**config.mk**
```make
export PLATFORM = sky130hd
export DESIGN_NAME = mmu_top
export DESIGN_NICKNAME = d
export VERILOG_FILES = /design/src/design/mmu_pkg.sv /design/src/design/addr_translate.sv /design/src/design/credit_fifo.sv /design/src/design/mmu_top.sv /design/src/design/tlb_array.sv
export VERILOG_INCLUDE_DIRS = /design/src /design/src/design
export SDC_FILE = /design/constraint.sdc
export NUM_CORES = 2
export LEC_CHECK = 0
export BUFFER_PORTS_ARGS = -buffer_cell sky130_fd_sc_hd__buf_2
export CAP_MARGIN = 20
export CORE_MARGIN = 5
export CORE_UTILIZATION = 55
export CTS_CLUSTER_SIZE = 8
export DETAILED_ROUTE_END_ITERATION = 10
export PLACE_DENSITY = 0.69
export SETUP_SLACK_MARGIN = 0.4
export SLEW_MARGIN = 20
export SYNTH_ARGS = -nofsm -noshare
export SYNTH_HDL_FRONTEND = slang
export SYNTH_HIERARCHICAL = 1
export SYNTH_SLANG_ARGS = --single-unit
```
**constraint.sdc**
```tcl
create_clock -name clk -period 24.3 [get_ports clk]
set_clock_uncertainty 0.05 [all_clocks]
set_input_delay 7.29 -clock clk [delete_from_list [all_inputs] [get_ports clk]]
set_output_delay 7.29 -clock clk [all_outputs]
set_load 0.01 [all_outputs]
```
**src/design/mmu_cfg.svh**
```systemverilog
`ifndef MMU_CFG_SVH
`define MMU_CFG_SVH

// number of tlb entries, fully associative
`define MMU_TLB_ENTRIES 16

// fifo depths on both sides of the translate stage
`define MMU_REQ_DEPTH 4
`define MMU_RESP_DEPTH 4

// page size codes as held in the entry ps field
`define MMU_PS_4K 12
`define MMU_PS_4M 22

// direct mapping window register fields
`define MMU_DMW_PLV0 0
`define MMU_DMW_PLV3 3
`define MMU_DMW_PSEG 27:25
`define MMU_DMW_VSEG 31:29

`endif

```
**src/design/mmu_pkg.sv**
```systemverilog
package mmu_pkg;

    // translation result, none means paddr is usable
    typedef enum logic [2:0] {
        fault_none    = 3'd0,
        fault_refill  = 3'd1,
        fault_invalid = 3'd2,
        fault_modify  = 3'd3,
        fault_priv    = 3'd4
    } fault_e;

    // request as it sits in the input fifo
    typedef struct packed {
        logic [31:0] vaddr;
        logic        is_store;
        logic [1:0]  plv;
    } xlat_req_t;

    // response as it sits in the output fifo
    typedef struct packed {
        logic [31:0] paddr;
        fault_e      fault;
    } xlat_resp_t;

    // one tlb entry, covering an even/odd page pair
    typedef struct packed {
        logic [18:0] vppn;
        logic [5:0]  ps;
        logic        g;
        logic [9:0]  asid;
        logic [19:0] ppn0;
        logic [19:0] ppn1;
        logic        v0;
        logic        v1;
        logic        d0;
        logic        d1;
        logic [1:0]  plv0;
        logic [1:0]  plv1;
    } tlb_entry_t;

endpackage

```
**src/design/addr_translate.sv**
```systemverilog
`include "mmu_cfg.svh"

module addr_translate (
    input  logic                                clk,
    input  logic                                reset_i,
    input  logic                                in_valid_i,
    input  mmu_pkg::xlat_req_t                  in_req_i,
    // csr levels
    input  logic                                csr_da_i,
    input  logic                                csr_pg_i,
    input  logic [31:0]                         csr_dmw0_i,
    input  logic [31:0]                         csr_dmw1_i,
    input  logic [9:0]                          asid_i,
    // tlb maintenance
    input  logic                                tlb_we_i,
    input  logic [$clog2(`MMU_TLB_ENTRIES)-1:0] tlb_w_index_i,
    input  mmu_pkg::tlb_entry_t                 tlb_w_entry_i,
    input  logic                                inv_en_i,
    input  logic [4:0]                          inv_op_i,
    input  logic [9:0]                          inv_asid_i,
    input  logic [31:0]                         inv_vaddr_i,
    output logic                                out_valid_o,
    output mmu_pkg::xlat_resp_t                 out_resp_o
);

    logic                pg_mode;
    logic                dmw0_hit;
    logic                dmw1_hit;
    logic                tlb_found;
    logic [5:0]          tlb_ps;
    logic [19:0]         tlb_ppn;
    logic                tlb_v;
    logic                tlb_d;
    logic [1:0]          tlb_plv;
    logic [31:0]         tlb_paddr;
    mmu_pkg::xlat_resp_t resp_d;
    logic                out_valid_q;
    mmu_pkg::xlat_resp_t out_resp_q;

    // windows only open for plv 0 or plv 3
    function automatic logic dmw_hit(logic [31:0] dmw, logic [31:0] va, logic [1:0] plv);
        logic plv_ok;
        plv_ok = ((plv == 2'd0) && dmw[`MMU_DMW_PLV0]) || ((plv == 2'd3) && dmw[`MMU_DMW_PLV3]);
        return plv_ok && (dmw[`MMU_DMW_VSEG] == va[31:29]);
    endfunction

    assign pg_mode  = csr_pg_i && !csr_da_i;
    assign dmw0_hit = dmw_hit(csr_dmw0_i, in_req_i.vaddr, in_req_i.plv);
    assign dmw1_hit = dmw_hit(csr_dmw1_i, in_req_i.vaddr, in_req_i.plv);

    tlb_array tlb_i (
        .clk        (clk),
        .reset_i    (reset_i),
        .s_vaddr_i  (in_req_i.vaddr),
        .s_asid_i   (asid_i),
        .s_found_o  (tlb_found),
        .s_ps_o     (tlb_ps),
        .s_ppn_o    (tlb_ppn),
        .s_v_o      (tlb_v),
        .s_d_o      (tlb_d),
        .s_plv_o    (tlb_plv),
        .we_i       (tlb_we_i),
        .w_index_i  (tlb_w_index_i),
        .w_entry_i  (tlb_w_entry_i),
        .inv_en_i   (inv_en_i),
        .inv_op_i   (inv_op_i),
        .inv_asid_i (inv_asid_i),
        .inv_vaddr_i(inv_vaddr_i)
    );

    // 4M pages keep 22 offset bits
    assign tlb_paddr = (tlb_ps == 6'(`MMU_PS_4M)) ? {tlb_ppn[19:10], in_req_i.vaddr[21:0]}
                                                  : {tlb_ppn, in_req_i.vaddr[11:0]};

    always_comb begin
        resp_d.paddr = in_req_i.vaddr;
        resp_d.fault = mmu_pkg::fault_none;
        if (pg_mode) begin
            if (dmw0_hit) begin
                resp_d.paddr = {csr_dmw0_i[`MMU_DMW_PSEG], in_req_i.vaddr[28:0]};
            end else if (dmw1_hit) begin
                resp_d.paddr = {csr_dmw1_i[`MMU_DMW_PSEG], in_req_i.vaddr[28:0]};
            end else begin
                // faults in priority order, paddr zeroed on any of them
                resp_d.paddr = '0;
                if (!tlb_found) begin
                    resp_d.fault = mmu_pkg::fault_refill;
                end else if (!tlb_v) begin
                    resp_d.fault = mmu_pkg::fault_invalid;
                end else if (in_req_i.plv > tlb_plv) begin
                    resp_d.fault = mmu_pkg::fault_priv;
                end else if (in_req_i.is_store && !tlb_d) begin
                    resp_d.fault = mmu_pkg::fault_modify;
                end else begin
                    resp_d.paddr = tlb_paddr;
                end
            end
        end
    end

    always_ff @(posedge clk) begin
        if (reset_i) begin
            out_valid_q <= 1'b0;
        end else begin
            out_valid_q <= in_valid_i;
        end
    end

    always_ff @(posedge clk) begin
        out_resp_q <= resp_d;
    end

    assign out_valid_o = out_valid_q;
    assign out_resp_o  = out_resp_q;

endmodule

```
**src/design/credit_fifo.sv**
```systemverilog
module credit_fifo #(
    parameter type payload_t = logic [31:0],
    parameter int  DEPTH = 4,
    parameter int  OUT_CREDITS = 4
) (
    input  logic     clk,
    input  logic     reset_i,
    // upstream side
    input  logic     push_i,
    input  payload_t push_data_i,
    output logic     credit_o,
    // downstream side
    output logic     valid_o,
    output payload_t data_o,
    input  logic     credit_i
);

    localparam int PTR_W = (DEPTH > 1) ? $clog2(DEPTH) : 1;
    localparam int CNT_W = $clog2(DEPTH + 1);
    // downstream never returns more than it was handed
    localparam int CRED_W = $clog2(OUT_CREDITS + 1);

    payload_t            mem [DEPTH];
    logic [PTR_W-1:0]    wr_ptr_q;
    logic [PTR_W-1:0]    rd_ptr_q;
    logic [CNT_W-1:0]    count_q;
    logic [CRED_W-1:0]   credits_q;
    logic                pop;

    // pop as soon as there is data and a place for it downstream
    assign pop = (count_q != '0) && (credits_q != '0);

    assign valid_o  = pop;
    assign data_o   = mem[rd_ptr_q];
    assign credit_o = pop;

    always_ff @(posedge clk) begin
        if (push_i) begin
            mem[wr_ptr_q] <= push_data_i;
        end
    end

    always_ff @(posedge clk) begin
        if (reset_i) begin
            wr_ptr_q  <= '0;
            rd_ptr_q  <= '0;
            count_q   <= '0;
            credits_q <= CRED_W'(OUT_CREDITS);
        end else begin
            if (push_i) begin
                if (wr_ptr_q == PTR_W'(DEPTH - 1)) begin
                    wr_ptr_q <= '0;
                end else begin
                    wr_ptr_q <= wr_ptr_q + 1'b1;
                end
            end
            if (pop) begin
                if (rd_ptr_q == PTR_W'(DEPTH - 1)) begin
                    rd_ptr_q <= '0;
                end else begin
                    rd_ptr_q <= rd_ptr_q + 1'b1;
                end
            end
            count_q   <= count_q + CNT_W'(push_i) - CNT_W'(pop);
            // one spent per pop, one back per grant
            credits_q <= credits_q + CRED_W'(credit_i) - CRED_W'(pop);
        end
    end

endmodule

```
**src/design/mmu_top.sv**
```systemverilog
`include "mmu_cfg.svh"

module mmu_top (
    input  logic                                clk,
    input  logic                                reset_i,
    // request side
    input  logic                                req_valid_i,
    input  logic [31:0]                         req_vaddr_i,
    input  logic                                req_is_store_i,
    input  logic [1:0]                          req_plv_i,
    output logic                                req_credit_o,
    // response side
    output logic                                resp_valid_o,
    output logic [31:0]                         resp_paddr_o,
    output mmu_pkg::fault_e                     resp_fault_o,
    input  logic                                resp_credit_i,
    // csr levels
    input  logic                                csr_da_i,
    input  logic                                csr_pg_i,
    input  logic [31:0]                         csr_dmw0_i,
    input  logic [31:0]                         csr_dmw1_i,
    input  logic [9:0]                          asid_i,
    // tlb write
    input  logic                                tlb_we_i,
    input  logic [$clog2(`MMU_TLB_ENTRIES)-1:0] tlb_w_index_i,
    input  logic [18:0]                         tlb_vppn_i,
    input  logic [5:0]                          tlb_ps_i,
    input  logic                                tlb_g_i,
    input  logic [9:0]                          tlb_asid_i,
    input  logic [19:0]                         tlb_ppn0_i,
    input  logic [19:0]                         tlb_ppn1_i,
    input  logic                                tlb_v0_i,
    input  logic                                tlb_v1_i,
    input  logic                                tlb_d0_i,
    input  logic                                tlb_d1_i,
    input  logic [1:0]                          tlb_plv0_i,
    input  logic [1:0]                          tlb_plv1_i,
    // invalidate
    input  logic                                inv_en_i,
    input  logic [4:0]                          inv_op_i,
    input  logic [9:0]                          inv_asid_i,
    input  logic [31:0]                         inv_vaddr_i
);

    mmu_pkg::xlat_req_t  req_in;
    mmu_pkg::xlat_req_t  req_popped;
    logic                req_pop_valid;
    mmu_pkg::tlb_entry_t w_entry;
    logic                xlat_valid;
    mmu_pkg::xlat_resp_t xlat_resp;
    logic                resp_credit_int;
    mmu_pkg::xlat_resp_t resp_out;

    assign req_in = '{vaddr: req_vaddr_i, is_store: req_is_store_i, plv: req_plv_i};

    assign w_entry = '{
        vppn: tlb_vppn_i, ps: tlb_ps_i, g: tlb_g_i, asid: tlb_asid_i,
        ppn0: tlb_ppn0_i, ppn1: tlb_ppn1_i, v0: tlb_v0_i, v1: tlb_v1_i,
        d0: tlb_d0_i, d1: tlb_d1_i, plv0: tlb_plv0_i, plv1: tlb_plv1_i
    };

    // internal credits bound what sits in translate plus output fifo
    credit_fifo #(
        .payload_t  (mmu_pkg::xlat_req_t),
        .DEPTH      (`MMU_REQ_DEPTH),
        .OUT_CREDITS(`MMU_RESP_DEPTH)
    ) req_fifo_i (
        .clk        (clk),
        .reset_i    (reset_i),
        .push_i     (req_valid_i),
        .push_data_i(req_in),
        .credit_o   (req_credit_o),
        .valid_o    (req_pop_valid),
        .data_o     (req_popped),
        .credit_i   (resp_credit_int)
    );

    addr_translate xlat_i (
        .clk          (clk),
        .reset_i      (reset_i),
        .in_valid_i   (req_pop_valid),
        .in_req_i     (req_popped),
        .csr_da_i     (csr_da_i),
        .csr_pg_i     (csr_pg_i),
        .csr_dmw0_i   (csr_dmw0_i),
        .csr_dmw1_i   (csr_dmw1_i),
        .asid_i       (asid_i),
        .tlb_we_i     (tlb_we_i),
        .tlb_w_index_i(tlb_w_index_i),
        .tlb_w_entry_i(w_entry),
        .inv_en_i     (inv_en_i),
        .inv_op_i     (inv_op_i),
        .inv_asid_i   (inv_asid_i),
        .inv_vaddr_i  (inv_vaddr_i),
        .out_valid_o  (xlat_valid),
        .out_resp_o   (xlat_resp)
    );

    credit_fifo #(
        .payload_t  (mmu_pkg::xlat_resp_t),
        .DEPTH      (`MMU_RESP_DEPTH),
        .OUT_CREDITS(`MMU_RESP_DEPTH)
    ) resp_fifo_i (
        .clk        (clk),
        .reset_i    (reset_i),
        .push_i     (xlat_valid),
        .push_data_i(xlat_resp),
        .credit_o   (resp_credit_int),
        .valid_o    (resp_valid_o),
        .data_o     (resp_out),
        .credit_i   (resp_credit_i)
    );

    assign resp_paddr_o = resp_out.paddr;
    assign resp_fault_o = resp_out.fault;

endmodule

```
**src/design/tlb_array.sv**
```systemverilog
`include "mmu_cfg.svh"

module tlb_array (
    input  logic                                clk,
    input  logic                                reset_i,
    // search
    input  logic [31:0]                         s_vaddr_i,
    input  logic [9:0]                          s_asid_i,
    output logic                                s_found_o,
    output logic [5:0]                          s_ps_o,
    output logic [19:0]                         s_ppn_o,
    output logic                                s_v_o,
    output logic                                s_d_o,
    output logic [1:0]                          s_plv_o,
    // write
    input  logic                                we_i,
    input  logic [$clog2(`MMU_TLB_ENTRIES)-1:0] w_index_i,
    input  mmu_pkg::tlb_entry_t                 w_entry_i,
    // invalidate
    input  logic                                inv_en_i,
    input  logic [4:0]                          inv_op_i,
    input  logic [9:0]                          inv_asid_i,
    input  logic [31:0]                         inv_vaddr_i
);

    localparam int ENTRIES = `MMU_TLB_ENTRIES;
    localparam int IDX_W = $clog2(ENTRIES);

    // entries hold no reset, only the valid bits do
    mmu_pkg::tlb_entry_t entries_q [ENTRIES];
    logic [ENTRIES-1:0]  valid_q;
    logic [ENTRIES-1:0]  hit;
    logic [ENTRIES-1:0]  inv_hit;
    logic                found;
    logic [IDX_W-1:0]    sel;
    mmu_pkg::tlb_entry_t sel_entry;
    logic                odd;

    // 4M pages compare only the upper nine vppn bits
    function automatic logic vpn_match(mmu_pkg::tlb_entry_t e, logic [31:0] va);
        if (e.ps == 6'(`MMU_PS_4M)) begin
            return e.vppn[18:10] == va[31:23];
        end
        return e.vppn == va[31:13];
    endfunction

    always_comb begin
        for (int i = 0; i < ENTRIES; i++) begin
            hit[i] = valid_q[i]
                && (entries_q[i].g || (entries_q[i].asid == s_asid_i))
                && vpn_match(entries_q[i], s_vaddr_i);
        end
    end

    // lowest index wins, though only one should ever hit
    always_comb begin
        found = 1'b0;
        sel   = '0;
        for (int i = ENTRIES - 1; i >= 0; i--) begin
            if (hit[i]) begin
                found = 1'b1;
                sel   = IDX_W'(i);
            end
        end
    end

    assign sel_entry = entries_q[sel];
    // odd half chosen by the bit just above the page offset
    assign odd = (sel_entry.ps == 6'(`MMU_PS_4M)) ? s_vaddr_i[22] : s_vaddr_i[12];

    assign s_found_o = found;
    assign s_ps_o    = found ? sel_entry.ps : '0;
    assign s_ppn_o   = !found ? '0 : (odd ? sel_entry.ppn1 : sel_entry.ppn0);
    assign s_v_o     = found && (odd ? sel_entry.v1 : sel_entry.v0);
    assign s_d_o     = found && (odd ? sel_entry.d1 : sel_entry.d0);
    assign s_plv_o   = !found ? '0 : (odd ? sel_entry.plv1 : sel_entry.plv0);

    always_comb begin
        for (int i = 0; i < ENTRIES; i++) begin
            case (inv_op_i)
                // everything
                5'd0: inv_hit[i] = 1'b1;
                // non-global entries of one asid
                5'd4: inv_hit[i] = !entries_q[i].g && (entries_q[i].asid == inv_asid_i);
                // global or asid match, and page match
                5'd6: inv_hit[i] = (entries_q[i].g || (entries_q[i].asid == inv_asid_i))
                                   && vpn_match(entries_q[i], inv_vaddr_i);
                default: inv_hit[i] = 1'b0;
            endcase
        end
    end

    always_ff @(posedge clk) begin
        if (we_i) begin
            entries_q[w_index_i] <= w_entry_i;
        end
    end

    always_ff @(posedge clk) begin
        if (reset_i) begin
            valid_q <= '0;
        end else begin
            if (inv_en_i) begin
                valid_q <= valid_q & ~inv_hit;
            end
            // a write in the same cycle still lands valid
            if (we_i) begin
                valid_q[w_index_i] <= 1'b1;
            end
        end
    end

endmodule

```
# Word level (Yosys, flattened, before mapping)
# Memories as Yosys holds them, arrays and structs flattened. A register that Yosys moved wholly into a read port is not among the register bits.
# Cells that the tools add are included.
[word_totals]
reg_bits = 72
latchBits = 0
mem_bits_rw = 1624
romBits = 0
in_bits = 252
output_inout_bits = 37
memories = 3
[classes]
addsub = 12
multipliers = 0
div = 0
order_cmp = 3
n_eq_ne = 123
shifts = 0
mux = 200
bitwise_logic = 6
n_reduce_logical = 138
[mem_list]
columns = ["memory", "depth", "word_bits", "read_ports", "rd_ports_with_merged_regs", "write_ports", "line_no", "source"]
rows = [
  ["xlat_i.tlb_i.entries_q", 16, 84, 17, 0, 1, "tlb_array.sv:30", "mmu_pkg::tlb_entry_t entries_q [ENTRIES];"],
  ["req_fifo_i.mem", 4, 35, 1, 1, 1, "credit_fifo.sv:23", "payload_t mem [DEPTH];"],
  ["resp_fifo_i.mem", 4, 35, 1, 1, 1, "credit_fifo.sv:23", ""],
]
[op_table]
columns = ["operator", "count"]
rows = [
  ["equality test 19 bit", 32],
  ["equality test 10 bit", 32],
  ["equality test 9 bit", 32],
  ["two-way mux 32 bit", 6],
  ["two-way mux 1 bit", 138],
  ["equality test 6 x 5 -> 1 bit (second input constant)", 18],
  ["logical AND 1 bit", 77],
  ["two-way mux 4 bit", 16],
  ["two-way mux 16 bit", 3],
  ["case mux 1 bit (3 select lines)", 16],
  ["two-way mux 35 bit", 1],
  ["logical OR 1 bit", 34],
  ["two-way mux 2 bit", 11],
  ["two-way mux 22 bit", 1],
  ["two-way mux 20 bit", 1],
  ["zero test 1 bit", 18],
  ["AND 16 bit", 1],
  ["inverter 16 bit", 1],
  ["bitwise OR 16 bit", 1],
  ["two-way mux 3 bit", 5],
  ["adder 3 x 1 -> 3 bit", 4],
  ["nonzero test 3 bit", 4],
  ["subtractor 3 x 1 -> 3 bit", 4],
  ["equality test 2 bit (second input constant)", 5],
  ["other kinds (14)", 21],
]

# Longest topological paths before layout
# An unclocked memory read counts as a cell.
[logic_depth]
depth_word = 35
mapped_depth = 31
ltp_nobuf = 23

# By module
# Netlist, hierarchy kept.
[by_module_without_submodules]
columns = ["mod", "instances", "cells_each", "area_per_inst_um2"]
rows = [
  ["tlb_array", 1, 4209, 62876.6],
  ["credit_fifo", 2, 249, 5681.7],
  ["addr_translate", 1, 140, 1393.8],
]

# Worst setup path after synthesis
# Ideal clock, no wire load.
[synth_path]
kind = "input port to flip-flop"
startpoint = "input port tlb_w_index_i[3]"
endpoint = "memory xlat_i/tlb_i/entries_q[0][0] (netlist bit) (enable)"
setup_time_ns = 0.633
arrival_time_ns = 13.543
t_required_ns = 23.617
slack_ns = 10.074
cell_stages = 2
n_path_buf = 0
cell_sequence = "or3b_2 nor3_1"
[synth_rtl]
columns = ["element", "line_no", "source"]
rows = [
  ["start: declaration", "mmu_top.sv:25", "input logic [$clog2(`MMU_TLB_ENTRIES)-1:0] tlb_w_index_i,"],
  ["end: declaration", "tlb_array.sv:30", ""],
]
# Straight into the memory's write port.

==> results.sh <==
export IMPL_routabilityCongestion=0.9478
export IMPL_drt_first_iter_violations=4288
export IMPL_overflow=0
export IMPL_rows=136
export IMPL_dieHeight_um=380.8
export IMPL_dp_hpwl_um=117100
export IMPL_leakagePower_nw=26.72
export IMPL_drc=0
export IMPL_layout_drive_gt1_share_pct=14.89
export IMPL_root_buffer="clkbuf_16"
export IMPL_slew_violations=0
export IMPL_io_pins=289
export IMPL_status="complete, no violations"
export IMPL_coreArea_um2=137200
export IMPL_antenna_found_initial=48
export IMPL_vdd_drop_max_uv=64.89
export IMPL_place_worst_setup_slack_ns=7.539
export IMPL_area_growth_pct=11.94
export IMPL_die_area_um2=145000
export IMPL_cp_slowest_stage_delay_ns=0.89
export IMPL_setup_worst_path_end_class="register"
export IMPL_ys_ff_latch=1700
export IMPL_cellPowerDensity_nw_per_um2=87.67
export IMPL_crit_arrival_ns=16.69
export IMPL_grt_pass1_wl_um=291400
export IMPL_tns_ns=0
export IMPL_cts_tree="yes"
export IMPL_vias_per_cell=6.131
export IMPL_holdCritStartpoint="xlat_i/out_resp_o[26]$_DFF_P_"
export IMPL_fmax_mhz=62.51
export IMPL_synth_distinct_cells=86
export IMPL_cpMaxStageDelayCell="o41ai_1"
export IMPL_grt_max_degree=136
export IMPL_first_pass_iters=6
export IMPL_cts_hold_fix_buffers=0
export IMPL_relSlewSlack_pct=21.15
export IMPL_synth_edff_count=1624
export IMPL_worst_setup_path_startpoint="asid_i[6]"
export IMPL_clockBufferDepth=3
export IMPL_crit_fanout=121
export IMPL_netlist_instances=4847
export IMPL_cts_resized=0
export IMPL_worst_slack_ns=8.303
export IMPL_nets=5382
export IMPL_tightest_slew_ns=1.173
export IMPL_postCtsSetupBuffers=0
export IMPL_routedWlPerCell_um=28.86
export IMPL_maxCapViolCount=0
export IMPL_ys_flop_type="edfxtp_1"
export IMPL_cts_inserted_buffers=231
export IMPL_path_clk_slew_ns=0.05
export IMPL_fp_dieW_um=380.8
export IMPL_rsz0062_at_grt="no"
export IMPL_cp_start_kind="input port"
export IMPL_finish_utilization_pct=61.73
export IMPL_synth_cell_area_um2=75630
export IMPL_period_minus_slack_ns=16.00
export IMPL_routed_wl_um=202900
export IMPL_fin_crit_sh_pct=65.83
export IMPL_port_buffers=227
export IMPL_hold_class="register to register"
export IMPL_worstPathRequired_ns=24.99
export IMPL_yosysSeqAreaShare_pct=66.49
export IMPL_final_common_cell="edfxtp_1"
export IMPL_final_hold_violation_count=0
export IMPL_grt_usage_pct=27.46
export IMPL_async_flop_share_pct=0
export IMPL_clk_latency_ns=0.83
export IMPL_crit_path_frequent_cell="a21oi_1"
export IMPL_vias=43100
export IMPL_cts_sinks=1700
export IMPL_final_cell_mix="1,624 x edfxtp_1, 542 x xor2_1, 541 x mux2i_1"
export IMPL_initial_core_util_pct=55.15
export IMPL_syn_avg_cell_area_um2=15.60
export IMPL_crit_type="input port to register"
export IMPL_syn_nets=5119
export IMPL_htree_num_levels=4
export IMPL_setup_viol_count_final=0
export IMPL_yosysWarningCount=6
export IMPL_grt_pass1_vias=42960
export IMPL_ant_nets=0
worst max-delay path, delay by kind of cell:
kind / cells / cell delay, ns
compound gates: 8 / 3.03
buf+inv: 5 / 2.92
simple gates: 8 / 2.22
mux: 2 / 0.49
fa+ha+maj: 1 / 0.31
xor+xnor: 1 / 0.20
Yosys cell counts (16+ instances only):
| cell type | n | area share (%) |
|---|---|---|
| a211oi_1 | 51 | 0.51 |
| nand3_1 | 25 | 0.17 |
| buf_1 | 18 | 0.089 |
| or3_1 | 21 | 0.17 |
| nand2_1 | 92 | 0.46 |
| mux2_2 | 99 | 1.5 |
| clkbuf_1 | 90 | 0.45 |
| a31oi_1 | 21 | 0.17 |
| buf_4 | 42 | 0.42 |
| ha_1 | 16 | 0.26 |
| mux4_2 | 70 | 2.1 |
| xnor2_1 | 400 | 4.6 |
| inv_1 | 27 | 0.13 |
| edfxtp_1 | 1624 | 64 |
| mux2i_1 | 541 | 7.2 |
| nor2b_1 | 23 | 0.19 |
| a21oi_1 | 163 | 1.1 |
| nor4_1 | 134 | 1.1 |
| xor2_1 | 542 | 6.3 |
| dfxtp_1 | 76 | 2.0 |
| o21ai_1 | 24 | 0.16 |
| nand3b_1 | 33 | 0.33 |
| buf_2 | 57 | 0.38 |
| nor3_1 | 63 | 0.42 |
| o21ai_0 | 36 | 0.24 |
| buf_6 | 51 | 0.76 |
| nor2_1 | 186 | 0.92 |
| nand4_1 | 123 | 1.0 |
worst paths after layout:
| path | to | slack [ns] | cells past startpoint |
|---|---|---|---|
| setup / recovery | xlat_i/out_resp_o[23]$_DFF_P_ | 8.30 | 25 |
| hold / removal | resp_fifo_i/mem[3][26]$_DFFE_PP_ | 0.43 | 0 |
| setup reg to reg | xlat_i/out_resp_o[23]$_DFF_P_ | 13.25 | 26 |
| hold reg to reg | resp_fifo_i/mem[3][26]$_DFFE_PP_ | 0.43 | 0 |
routing by layer:
metal	wire length (um)	track usage, %	vias up
li1	-	-	18890
met1	79670	35.85	21890
met2	98490	45.82	1825
met3	15370	5.151	476
met4	9182	11.06	18
met5	153	0	-
registers in the layout, indices dropped and copies added, names as in the netlist, named ones only:
name / cells
xlat_i/out_valid_o: 1
resp_fifo_i/wr_ptr_q: 2
req_fifo_i/count_q: 3
req_fifo_i/mem: 140
xlat_i/out_resp_o: 35
resp_fifo_i/count_q: 3
req_fifo_i/credits_q: 3
xlat_i/tlb_i/entries_q: 1344
req_fifo_i/wr_ptr_q: 2
resp_fifo_i/credits_q: 3
resp_fifo_i/mem: 140
xlat_i/tlb_i/valid_q: 16
resp_fifo_i/rd_ptr_q: 2
req_fifo_i/rd_ptr_q: 2
cell type report:
| cell class | instances | area, um2 |
|---|---|---|
| clock inverters | 15 | 321.6 |
| fillers | 9945 | 52490 |
| diodes | 23 | 57.56 |
| clock buffers | 321 | 6182 |
| multi-input cells | 2857 | 23760 |
| well taps | 1794 | 2245 |
| repair buffers | 293 | 1707 |
| inverters | 27 | 101.3 |
| flip-flops and latches | 1700 | 50290 |
metrics by stage:
stage,total power [mW],hold slack (ns),area (um2),cells
after floorplan,4.254,0.3883,75630,4847
after global placement,4.546,0.3968,78080,6670
after detailed placement,4.567,0.4115,78080,6670
after CTS,7.463,0.4234,84590,7006
after global routing,7.685,0.4396,84610,7008
final,7.423,0.4268,84670,7030
kinds of logic after synthesis:
| logic type | count (synthesis) | share of synthesized area (%) |
|---|---|---|
| fa+ha+maj | 20 | 0.3706 |
| xor+xnor | 942 | 10.91 |
| mux | 712 | 10.77 |
| buf+inv | 290 | 2.309 |
| compound gates | 391 | 3.312 |
| simple gates | 792 | 5.843 |
| flops | 1700 | 66.49 |
power by group:
| group | switching (mW) | total (mW) | internal [mW] |
|---|---|---|---|
| registers | 0.0713 | 3.45 | 3.38 |
| clock network | 1.16 | 2.90 | 1.74 |
| logic | 0.676 | 1.07 | 0.395 |
| total | 1.91 | 7.42 | 5.51 |
Note: power is estimated with default switching activity, not from simulation.
